## config.mk

```make
export PLATFORM = sky130hd
export DESIGN_NAME = sbox6_top
export DESIGN_NICKNAME = d
export VERILOG_FILES = /design/src/sbox6_pkg.sv /design/src/sbox6_power.sv /design/src/sbox6_regs.sv /design/src/sbox6_round_core.sv /design/src/sbox6_top.sv
export SDC_FILE = /design/constraint.sdc
export NUM_CORES = 1
export LEC_CHECK = 0
export ABC_AREA = 1
export BUFFER_PORTS_ARGS = -buffer_cell sky130_fd_sc_hd__buf_2
export CAP_MARGIN = 20
export CORE_MARGIN = 3
export CORE_UTILIZATION = 25
export DETAILED_ROUTE_END_ITERATION = 6
export PLACE_DENSITY = 0.35
export SYNTH_ARGS = -nofsm -noshare
export SYNTH_HDL_FRONTEND = slang
export SYNTH_SLANG_ARGS = --single-unit
```

## constraint.sdc

```tcl
create_clock -name clk -period 11.8 [get_ports clk]
set_input_delay 2.36 -clock clk [delete_from_list [all_inputs] [get_ports clk]]
set_output_delay 2.36 -clock clk [all_outputs]
set_load 0.01 [all_outputs]
```

## src/sbox6_pkg.sv

```systemverilog
package sbox6_pkg;

  localparam int LANE_W     = 6;
  localparam int NUM_LANES  = 4;
  localparam int BLOCK_W    = LANE_W * NUM_LANES;
  localparam int ROT_AMOUNT = 7;

  typedef logic [LANE_W-1:0]  lane_t;
  typedef logic [BLOCK_W-1:0] block_t;
  typedef logic [2:0]         gf8_t;

  // Codes 2 and 3 are reserved and flagged by the core as bad_op
  typedef enum logic [1:0] {
    OP_ENCRYPT = 2'd0,
    OP_SUBST   = 2'd1
  } op_e;

  typedef enum logic [1:0] {
    ST_IDLE  = 2'd0,
    ST_ROUND = 2'd1,
    ST_FINAL = 2'd2
  } core_state_e;

  // Word addresses, decoded from paddr[4:0]
  typedef enum logic [4:0] {
    REG_CTRL   = 5'h00,
    REG_STATUS = 5'h04,
    REG_KEY    = 5'h08,
    REG_DIN    = 5'h0C,
    REG_DOUT   = 5'h10
  } reg_addr_e;

  typedef struct packed {
    logic busy;
    logic done;
    logic bad_op;
  } core_status_t;

  // GF(2^3) product, reduced with x^3 = x^2 + 1 as in the tower field's base level
  function automatic gf8_t gf8_mul(gf8_t a, gf8_t b);
    logic [4:0] d;
    gf8_t       c;
    d = '0;
    for (int i = 0; i < 3; i++) begin
      if (b[i]) begin
        d = d ^ (5'(a) << i);
      end
    end
    // x^4 folds back to x^2 + x + 1
    c[0] = d[0] ^ d[3] ^ d[4];
    c[1] = d[1] ^ d[4];
    c[2] = d[2] ^ d[3] ^ d[4];
    return c;
  endfunction

  function automatic gf8_t gf8_sq(gf8_t a);
    return {a[1] ^ a[2], a[2], a[0] ^ a[2]};
  endfunction

  // Multiply by a fixed element k, built from a, a*x and a*x^2
  function automatic gf8_t gf8_mul_const(gf8_t a, gf8_t k);
    gf8_t ax;
    gf8_t ax2;
    gf8_t r;
    ax  = {a[1] ^ a[2], a[0], a[2]};
    ax2 = {ax[1] ^ ax[2], ax[0], ax[2]};
    r   = '0;
    if (k[0]) begin
      r = r ^ a;
    end
    if (k[1]) begin
      r = r ^ ax;
    end
    if (k[2]) begin
      r = r ^ ax2;
    end
    return r;
  endfunction

endpackage

```

## src/sbox6_power.sv

```systemverilog
`timescale 1ns/1ps
module sbox6_power (
  input  sbox6_pkg::lane_t a,
  output sbox6_pkg::lane_t y
);
  import sbox6_pkg::*;

  lane_t z;
  lane_t w;
  lane_t p;
  gf8_t  x0;
  gf8_t  x1;
  gf8_t  x0_sq;
  gf8_t  x1_sq;
  gf8_t  x0_p3;
  gf8_t  x1_p3;
  gf8_t  x0_p4;
  gf8_t  x1_p4;
  gf8_t  x0_p5;
  gf8_t  x1_p5;
  gf8_t  t2;
  gf8_t  t3;
  gf8_t  t4;
  gf8_t  t5;
  gf8_t  w_lo;
  gf8_t  w_hi;
  logic  fix;

  // Basis change from GF(2^6) into the tower field GF((2^3)^2)
  assign z[0] = a[0] ^ a[4];
  assign z[1] = a[1] ^ a[2] ^ a[4];
  assign z[2] = a[2] ^ a[3] ^ a[5];
  assign z[3] = a[4];
  assign z[4] = a[3];
  assign z[5] = a[1] ^ a[2] ^ a[4] ^ a[5];

  assign x0 = z[2:0];
  assign x1 = z[5:3];

  // Powers of each half
  assign x0_sq = gf8_sq(x0);
  assign x1_sq = gf8_sq(x1);
  assign x0_p3 = gf8_mul(x0_sq, x0);
  assign x1_p3 = gf8_mul(x1_sq, x1);
  assign x0_p4 = gf8_sq(x0_sq);
  assign x1_p4 = gf8_sq(x1_sq);
  assign x0_p5 = gf8_mul(x0_p4, x0);
  assign x1_p5 = gf8_mul(x1_p4, x1);

  // Cross terms of the expansion of (x1*t + x0)^26
  assign t2 = gf8_mul(x0_p4, x1);
  assign t3 = gf8_mul(x1_p4, x0);
  assign t4 = gf8_mul(x0_p3, x1_sq);
  assign t5 = gf8_mul(x1_p3, x0_sq);

  assign w_lo = x0_p5
              ^ gf8_mul_const(x1_p5, 3'd3)
              ^ gf8_mul_const(t2, 3'd4)
              ^ gf8_mul_const(t3, 3'd7)
              ^ gf8_mul_const(t4, 3'd7)
              ^ gf8_mul_const(t5, 3'd3);

  // Only three terms reach the high half
  assign w_hi = gf8_mul_const(x1_p5, 3'd7)
              ^ t2
              ^ gf8_mul_const(t5, 3'd7);

  assign w = {w_hi, w_lo};

  // Back to the polynomial basis
  assign p[0] = w[1] ^ w[2] ^ w[3] ^ w[4] ^ w[5];
  assign p[1] = w[2] ^ w[3] ^ w[5];
  assign p[2] = w[1] ^ w[2] ^ w[5];
  assign p[3] = w[2] ^ w[5];
  assign p[4] = w[0] ^ w[1] ^ w[5];
  assign p[5] = w[0] ^ w[2] ^ w[3];

  // Affine correction driven by the original input
  assign fix = a[2] ^ a[4];
  assign y   = p ^ {LANE_W{fix}};

endmodule

```

## src/sbox6_regs.sv

```systemverilog
`timescale 1ns/1ps
module sbox6_regs (
  input  logic                    clk,
  input  logic                    rst_n,
  input  logic                    psel,
  input  logic                    penable,
  input  logic                    pwrite,
  input  logic [7:0]              paddr,
  input  logic [31:0]             pwdata,
  output logic [31:0]             prdata,
  output logic                    pready,
  output logic                    pslverr,
  output logic                    start,
  output sbox6_pkg::op_e          op,
  output sbox6_pkg::block_t       key,
  output sbox6_pkg::block_t       din,
  input  sbox6_pkg::core_status_t status,
  input  sbox6_pkg::block_t       dout
);
  import sbox6_pkg::*;

  reg_addr_e addr;
  logic      access;
  logic      mapped;
  logic      ro_hit;
  logic      busy_hit;
  logic      err;
  logic      wr_en;

  assign addr   = reg_addr_e'(paddr[4:0]);
  assign access = psel & penable;

  always_comb begin
    mapped = 1'b0;
    if (paddr[7:5] == 3'b000) begin
      case (addr)
        REG_CTRL, REG_STATUS, REG_KEY, REG_DIN, REG_DOUT: mapped = 1'b1;
        default: mapped = 1'b0;
      endcase
    end
  end

  // STATUS and DOUT are read only
  assign ro_hit = pwrite & ((addr == REG_STATUS) | (addr == REG_DOUT));

  // Operands and control are locked while the core runs
  assign busy_hit = pwrite & status.busy
                  & ((addr == REG_CTRL) | (addr == REG_KEY) | (addr == REG_DIN));

  assign err     = ~mapped | ro_hit | busy_hit;
  assign pslverr = access & err;
  assign wr_en   = access & pwrite & ~err;
  assign pready  = 1'b1;

  always_ff @(posedge clk or negedge rst_n) begin
    if (!rst_n) begin
      start <= 1'b0;
      op    <= OP_ENCRYPT;
      key   <= '0;
      din   <= '0;
    end else begin
      // start is a single-cycle pulse
      start <= 1'b0;
      if (wr_en) begin
        case (addr)
          REG_CTRL: begin
            start <= pwdata[0];
            op    <= op_e'(pwdata[2:1]);
          end
          REG_KEY: key <= pwdata[BLOCK_W-1:0];
          REG_DIN: din <= pwdata[BLOCK_W-1:0];
          default: ;
        endcase
      end
    end
  end

  always_comb begin
    prdata = '0;
    if (mapped) begin
      case (addr)
        REG_CTRL:   prdata[2:0] = {op, start};
        REG_STATUS: prdata[$bits(core_status_t)-1:0] = status;
        REG_KEY:    prdata[BLOCK_W-1:0] = key;
        REG_DIN:    prdata[BLOCK_W-1:0] = din;
        REG_DOUT:   prdata[BLOCK_W-1:0] = dout;
        default:    prdata = '0;
      endcase
    end
  end

  // The master must open every transfer with psel before the access phase
  a_penable_psel: assert property (@(posedge clk) disable iff (!rst_n)
    penable |-> psel)
    else $error("penable without psel");

endmodule

```

## src/sbox6_round_core.sv

```systemverilog
`timescale 1ns/1ps
module sbox6_round_core #(
  parameter int NUM_ROUNDS = 4
) (
  input  logic                    clk,
  input  logic                    rst_n,
  input  logic                    start,
  input  sbox6_pkg::op_e          op,
  input  sbox6_pkg::block_t       key,
  input  sbox6_pkg::block_t       din,
  output sbox6_pkg::block_t       dout,
  output sbox6_pkg::core_status_t status
);
  import sbox6_pkg::*;

  localparam int CNT_W = $clog2(NUM_ROUNDS + 1);

  core_state_e      state_q;
  logic [CNT_W-1:0] round_q;
  block_t           blk_q;
  logic             done_q;
  logic             bad_op_q;
  block_t           key_rot;
  block_t           sbox_in;
  block_t           sbox_out;

  function automatic block_t rotl(block_t x, int unsigned n);
    return block_t'((x << n) | (x >> (BLOCK_W - n)));
  endfunction

  // In ST_FINAL the counter holds NUM_ROUNDS, so the same rotator gives the whitening key
  always_comb begin
    key_rot = rotl(key, (LANE_W * int'(round_q)) % BLOCK_W);
    sbox_in = (state_q == ST_ROUND) ? (blk_q ^ key_rot) : din;
  end

  for (genvar i = 0; i < NUM_LANES; i++) begin : g_lane
    sbox6_power u_sbox (
      .a (sbox_in[i*LANE_W +: LANE_W]),
      .y (sbox_out[i*LANE_W +: LANE_W])
    );
  end

  always_ff @(posedge clk or negedge rst_n) begin
    if (!rst_n) begin
      state_q  <= ST_IDLE;
      round_q  <= '0;
      blk_q    <= '0;
      done_q   <= 1'b0;
      bad_op_q <= 1'b0;
    end else begin
      case (state_q)
        ST_IDLE: begin
          if (start) begin
            round_q  <= '0;
            done_q   <= 1'b0;
            bad_op_q <= 1'b0;
            case (op)
              OP_ENCRYPT: begin
                blk_q   <= din;
                state_q <= ST_ROUND;
              end
              OP_SUBST: begin
                blk_q  <= sbox_out;
                done_q <= 1'b1;
              end
              default: begin
                done_q   <= 1'b1;
                bad_op_q <= 1'b1;
              end
            endcase
          end
        end
        ST_ROUND: begin
          blk_q   <= rotl(sbox_out, ROT_AMOUNT);
          round_q <= round_q + 1'b1;
          if (round_q == CNT_W'(NUM_ROUNDS - 1)) begin
            state_q <= ST_FINAL;
          end
        end
        ST_FINAL: begin
          blk_q   <= blk_q ^ key_rot;
          done_q  <= 1'b1;
          state_q <= ST_IDLE;
        end
        default: state_q <= ST_IDLE;
      endcase
    end
  end

  assign dout          = blk_q;
  assign status.busy   = (state_q != ST_IDLE);
  assign status.done   = done_q;
  assign status.bad_op = bad_op_q;

  // The register block must hold off a new start until the current block is done
  a_no_start_busy: assert property (@(posedge clk) disable iff (!rst_n)
    !(start && status.busy))
    else $error("start while core busy");

  a_busy_done: assert property (@(posedge clk) disable iff (!rst_n)
    !(status.busy && status.done))
    else $error("busy and done both set");

  a_round_range: assert property (@(posedge clk) disable iff (!rst_n)
    round_q <= CNT_W'(NUM_ROUNDS))
    else $error("round counter out of range");

endmodule

```

## src/sbox6_top.sv

```systemverilog
`timescale 1ns/1ps
module sbox6_top #(
  parameter int NUM_ROUNDS = 4
) (
  input  logic        clk,
  input  logic        rst_n,
  input  logic        psel,
  input  logic        penable,
  input  logic        pwrite,
  input  logic [7:0]  paddr,
  input  logic [31:0] pwdata,
  output logic [31:0] prdata,
  output logic        pready,
  output logic        pslverr
);
  import sbox6_pkg::*;

  logic         start;
  op_e          op;
  block_t       key;
  block_t       din;
  block_t       dout;
  core_status_t status;

  sbox6_regs u_regs (
    .clk     (clk),
    .rst_n   (rst_n),
    .psel    (psel),
    .penable (penable),
    .pwrite  (pwrite),
    .paddr   (paddr),
    .pwdata  (pwdata),
    .prdata  (prdata),
    .pready  (pready),
    .pslverr (pslverr),
    .start   (start),
    .op      (op),
    .key     (key),
    .din     (din),
    .status  (status),
    .dout    (dout)
  );

  sbox6_round_core #(
    .NUM_ROUNDS (NUM_ROUNDS)
  ) u_core (
    .clk    (clk),
    .rst_n  (rst_n),
    .start  (start),
    .op     (op),
    .key    (key),
    .din    (din),
    .dout   (dout),
    .status (status)
  );

endmodule
```

After elaboration in Yosys (flattened, before gate mapping)
Cells that the tools add are included.
Word-level totals
  logic and storage cells: 615
  register bits: 82
  output and inout bits: 34
Operators by class
  multipliers: 1
  reduce and logical (&&, ||, !) cells: 18
  div/mod/pow operators: 1
  eq/ne operators: 12
  $add $sub $neg: 2
  mux-type cells: 117
  shift-type cells: 2
  bitwise gates (word level): 453
Operators by type and width (count)
  $xor 1x1->1: 308
  $mux 5: 60
  $xor 3x3->3: 60
  $xor 5x5->5: 28
  $xor 3x4->4: 32
  $mux 3: 33
  $mux 24: 3
  $pmux 24 s3: 1
  $pmux 21 s3: 1
  $pmux 24 s2: 1
  $mod 32x6->32 const B: 1
  $shl 24x32->24: 1
  $shr 24x32->24: 1
  $sub 5x32->32 const A: 1
  $or 24x24->24: 1
  $or 24x7->24: 1
  $xor 24x24->24: 1
  $xor 6x6->6: 4
  $xor 4x5->5: 4
  $mux 4: 4
  $pmux 3 s5: 1
  $reduce_and 2->1: 6
  $eq 5x4->1 const B: 2
  $and 1x1->1: 7
  24 further kinds: 44

Logic depth before layout (Yosys ltp)
  depth in word-level cells: 37
  depth in mapped cells: 59
  gate-level depth less buffers: 56

Hierarchy
Synthesis repeated with hierarchy kept, for this count alone.
Second synthesis, totals
  cells, all modules: 3033
  area total of the unflattened synthesis: 17212.8 um2
Modules (own cells, without submodules)
  sbox6_power: cells an instance 405, area an instance 2229.6 um2, instances 4
  sbox6_round_core: cells an instance 980, area an instance 5197.5 um2, instances 1
  sbox6_regs: cells an instance 433, area an instance 3096.7 um2, instances 1

Least setup slack after synthesis
OpenSTA, ideal clock, no wires.
  path type: input -> output
  from: input port paddr[1]
  to: output port prdata[23]
  slack: 5.708 ns
  data required time: 9.440 ns
  arrival time: 3.732 ns
  stages: 9
  buffers on the path: 2
  cells stage by stage: nor2_1 -> nand3_1 -> nor2_1 -> clkbuf_1 -> inv_1 -> clkbuf_1 -> o211ai_1 -> nand2_1 -> inv_1
Between the ends
  word-level cells in the longest chain between the ends: 5
  elaborated cells between the ends (all ways): 10
RTL lines
  from (decl): RTL line sbox6_top.sv:10  | input logic [7:0] paddr,
  $eq 5x4->1, or another cell as far along: RTL line sbox6_regs.sv:36, sbox6_regs.sv:81
  $reduce_or 5->1: RTL line sbox6_regs.sv:36  | case (addr)
  $mux 1: RTL line sbox6_regs.sv:36
  $mux 1: RTL line sbox6_regs.sv:35  | if (paddr[7:5] == 3'b000) begin
  $mux 24 *: RTL line sbox6_regs.sv:80  | if (mapped) begin
  to (decl): RTL line sbox6_top.sv:12  | output logic [31:0] prdata,
Mark *: on every way between the ends. The rest lies on a longest branch, timed or not.

Worst setup path in the final report
  from: register u_core.round_q[0]
  to: register u_core.blk_q[13] (netlist: u_core.dout[13])
Between the ends
  word-level cells in the longest chain between the ends: 36
  elaborated cells between the ends (all ways): 255
RTL lines
  from (decl): RTL line sbox6_round_core.sv:19  | logic [CNT_W-1:0] round_q;
  from (signal assigned): RTL line sbox6_round_core.sv:76  | round_q <= round_q + 1'b1;
  $mul 2x3->5 *: RTL line sbox6_round_core.sv:33  | key_rot = rotl(key, (LANE_W * int'(round_q)) % BLOCK_W);
  $mod 32x6->32 *: RTL line sbox6_round_core.sv:33
  $sub 5x32->32: RTL line sbox6_round_core.sv:28  | return block_t'((x << n) | (x >> (BLOCK_W - n)));
  $shr 24x32->24: RTL line sbox6_round_core.sv:28
  $or 24x24->24 *: RTL line sbox6_round_core.sv:28
  $xor 24x24->24 *: RTL line sbox6_round_core.sv:34, sbox6_round_core.sv:82
  $mux 24: RTL line sbox6_round_core.sv:34  | sbox_in = (state_q == ST_ROUND) ? (blk_q ^ key_rot) : din;
  $xor 1x1->1, on equally long branches (2 in a row): RTL line sbox6_power.sv:31, sbox6_power.sv:35, sbox6_power.sv:32
  (+16 left out)
  $xor 3x3->3 / $xor 1x1->1 (equally long branches): RTL line sbox6_pkg.sv:72, sbox6_pkg.sv:66
  $xor 3x3->3: RTL line sbox6_pkg.sv:75  | r = r ^ ax2;
  $xor 3x3->3: RTL line sbox6_power.sv:60  | ^ gf8_mul_const(t4, 3'd7)
  $xor 3x3->3: RTL line sbox6_power.sv:61  | ^ gf8_mul_const(t5, 3'd3);
  $xor 1x1->1 (4 in a row): RTL line sbox6_power.sv:71  | assign p[0] = w[1] ^ w[2] ^ w[3] ^ w[4] ^ w[5];
  $xor 6x6->6: RTL line sbox6_power.sv:80  | assign y = p ^ {LANE_W{fix}};
  $or 24x7->24: RTL line sbox6_round_core.sv:28
  $pmux 24 s3 *: RTL line sbox6_round_core.sv:52  | case (state_q)
  to (signal assigned): RTL line sbox6_round_core.sv:60  | blk_q <= din;
  to (signal assigned): RTL line sbox6_round_core.sv:64  | blk_q <= sbox_out;
  to (signal assigned): RTL line sbox6_round_core.sv:75  | blk_q <= rotl(sbox_out, ROT_AMOUNT);
  to (decl): RTL line sbox6_round_core.sv:20  | block_t blk_q;
Mark *: on every way between the ends. The rest lies on a longest branch, timed or not. The select of a mux whose other input is x is not followed.
A chain may end at the register's enable or synchronous reset.

==> metrics.md <==
| Metric | Value |
|---|---|
| Worst-path clk slew | `around 0.090 ns` |
| Routed vias | `18900` |
| Nets | `3134` |
| Antenna violations before repair | `0` |
| Distinct cells, synth | `56` |
| Failing checks | `DRC` |
| Largest net degree at the start of global routing | `53` |
| Critical path capture point type | `flop` |
| Final estimated routing congestion in global placement | `about 0.9` |
| Required time worst endpoint | `12.11 ns` |
| Syn avg cell area | `5.39 um2` |
| Routed wire length | `64.6 mm` |
| Crit-path max FO | `between 50 and 60` |
| Starting Density | `0.254` |
| Clock skew | `0.0178 ns` |
| #FFs+latches synth | `82` |
| Violation count after the first detailed-routing iteration | `1283` |
| Root Buffer | `clkbuf_16` |
| Max incr delay on CP | `0.67 ns` |
| N_diodes | `0` |
| Post-CTS Hold Fix Bufs | `0` |
| Area Growth Syn to Fin | `8.00%` |
| Number of synthesized flops with an enable pin | `0` |
| DRT antenna net count | `0` |
| DIE WIDTH | `about 260 um` |
| Placed Area | `approximately 17000 um2` |
| Final setup fails | `0` |
| CP max stage cell | `fa_1` |
| Measured slew at the worst slew-check pin | `0.950 ns` |
| Layout cells sized above 1 | `0.112` |
| First-pass GRT wire length | `101 mm` |
| Final core utilization | `0.274` |
| Crit share post-route | `0.738` |
| Postcts setup bufs | `0` |
| CP delay by family, top | `simple AND/OR/NAND/NOR gates` |
| TritonCTS buffer count | `9` |
| Period minus WS final | `8.71 ns` |
| Startpoint class of the critical path | `flop` |
| Buf+Inv Stages, Crit Path | `5` |
| Clock latency on the worst-skew pair | `0.37 ns` |
| FMAX | `115 MHz` |
| Total grt overflow | `0` |
| Clock sinks | `82` |
| Port bufs | `61` |
| Die Ht | `262 um` |
| Crit Path Class | `reg2reg` |
| Max-slew headroom | `0.366` |
| Final hold viol count | `0` |
| CTS tree | `yes` |
| Gr usage total | `0.182` |
| Hpwl dp | `52.9 mm` |
| DR WL/cell | `16.6 um` |
| 1st-pass router iterations | `7` |
| RSZ-0062 raised after global routing | `false` |
| Die area | `approximately 69000 um2` |
| Finished Cell Area | `approximately 18000 um2` |
| Setup TNS | `0 ns` |
| Outcome | `complete, but fails checks` |
| Boundary pin count | `a little under 80` |
| Mapped Cells | `approximately 3000` |
| Async S/R FF share, synth | `1.00` |
| Register area share after synthesis | `0.125` |
| Hold Crit Class | `reg2reg` |
| DRC violations left | `5` |
| Syn. warnings | `0` |
| Most used cell along the critical path | `nand2_1` |
| Core Box Area | `64700 um2` |
| Vias per cell | `just under 5` |
| Worst-case clock buffer depth | `2` |
| Max-cap violations | `0` |
| Post-synth design cell area | `16400 um2` |
| H-tree levels | `3` |
| PostCTS Resize Cnt | `0` |
| Predominant post-synthesis flop cell | `dfrtp_1` |
| Critical path arrival | `approximately 9 ns` |
| Slew Limit Fails | `0` |
| Vias in the first global route | `~17000` |
| Floorplan row count | `93` |
-- per-stage QoR --
step                cells  worst slack [ns]  hold WS (ns)
finish               3903              3.09         0.498
global route         3903              2.12         0.523
CTS                  3903              3.14         0.501
detailed placement   3887              3.18         0.483
global placement     3887              3.15         0.472
floorplan            3053              5.71         0.449
-- path summary, 6_finish.rpt --
kind                              startpoint  cells after the start               to  slack (ns)
max in group asynchronous              rst_n                      2  u_core.dout[16]        8.75
hold reg to reg                u_regs.din[9]                      2    u_regs.din[9]        0.50
hold / removal                 u_regs.din[9]                      2    u_regs.din[9]        0.50
setup / recovery           u_core.round_q[0]                     43  u_core.dout[13]        3.09
min in group asynchronous              rst_n                      1    u_regs.key[4]        1.95
setup reg to reg           u_core.round_q[0]                     43  u_core.dout[13]        3.09
-- worst reg2reg max path: cells and delay by family, from the launching register on --
kind,cells,cell delay [ns]
flip-flops,1,0.41
AND/OR/NAND/NOR,31,4.69
buffers and inverters,5,1.08
XOR/XNOR,3,0.84
AO/OA/AOI/OAI,1,0.14
adder cells (fa/ha/maj),3,1.51
-- layout by cell type, fill, tap and decap left out, drive strengths merged, types with 15 or more instances in the layout --
master,synthesis,routed
nand2,1363,1363
nand3,536,536
inv,366,370
o21ai,129,129
nor2,111,111
a21oi,85,85
dfrtp,82,82
buf,57,77
xor2,65,65
nand4,53,53
ha,45,45
o221ai,22,22
nand3b,19,19
xnor2,15,15
-- cell type report --
type                            count  area (um2)
Fill cell                        7523       47000
Multi-Input combinational cell   2501       12500
Sequential cell                    82        2050
Inverter                          372        1400
Tap cell                          855        1070
Timing Repair Buffer               77         428
Clock buffer                        9         225
Clock inverter                      7         108
-- cells by family (layout without fill, tap and decap cells) --
kind of cell             count (synthesis)  count (layout)  share of synthesized area
adder cells (fa/ha/maj)                 46              46                     0.0355
other                                    2               9                   0.000457
AND/OR/NAND/NOR                       2094            2094                      0.580
flip-flops                              82              82                      0.125
multiplexers                             3               3                    0.00183
AO/OA/AOI/OAI                          269             269                     0.0942
XOR/XNOR                                80              80                     0.0445
buffers and inverters                  470             465                      0.119
-- sequential cells by signal, summed over array words and instances (netlist names) --
register / count
u_regs.op: 2
u_regs.din: 24
u_regs.key: 24
u_core.done_q: 1
u_core.state_q: 2
u_core.round_q: 3
u_core.dout: 24
u_regs.start: 1
u_core.bad_op_q: 1
-- layer usage --
layer / wire (um) / part of all wire / GRT usage / up-vias
met5: 0 / 0 / 0 / -
met4: 542 / 0.0084 / 0.0201 / 0
met3: 2440 / 0.038 / 0.0120 / 27
met2: 28600 / 0.44 / 0.295 / 400
met1: 33000 / 0.51 / 0.271 / 8713
li1: - / - / - / 9755
-- cell usage after synthesis (15+ instances only) --
| cell type | n | area share |
|---|---|---|
| a21oi_1 | 83 | 0.025 |
| o221ai_1 | 22 | 0.012 |
| nor2_1 | 99 | 0.023 |
| dfrtp_1 | 82 | 0.12 |
| o21ai_0 | 101 | 0.031 |
| clkbuf_1 | 41 | 0.0094 |
| nand2_1 | 1254 | 0.29 |
| ha_1 | 45 | 0.034 |
| inv_2 | 49 | 0.011 |
| nand2_4 | 15 | 0.010 |
| nand3_1 | 482 | 0.15 |
| nand4_1 | 53 | 0.020 |
| o21ai_1 | 24 | 0.0073 |
| nand3b_1 | 17 | 0.0078 |
| buf_2 | 22 | 0.0067 |
| nand3_2 | 49 | 0.030 |
| inv_1 | 316 | 0.072 |
| xor2_1 | 62 | 0.033 |
| nand2_2 | 93 | 0.035 |
Power is not shown: default switching activity piles up to over one toggle a cycle in this logic, so the estimate is an artifact.
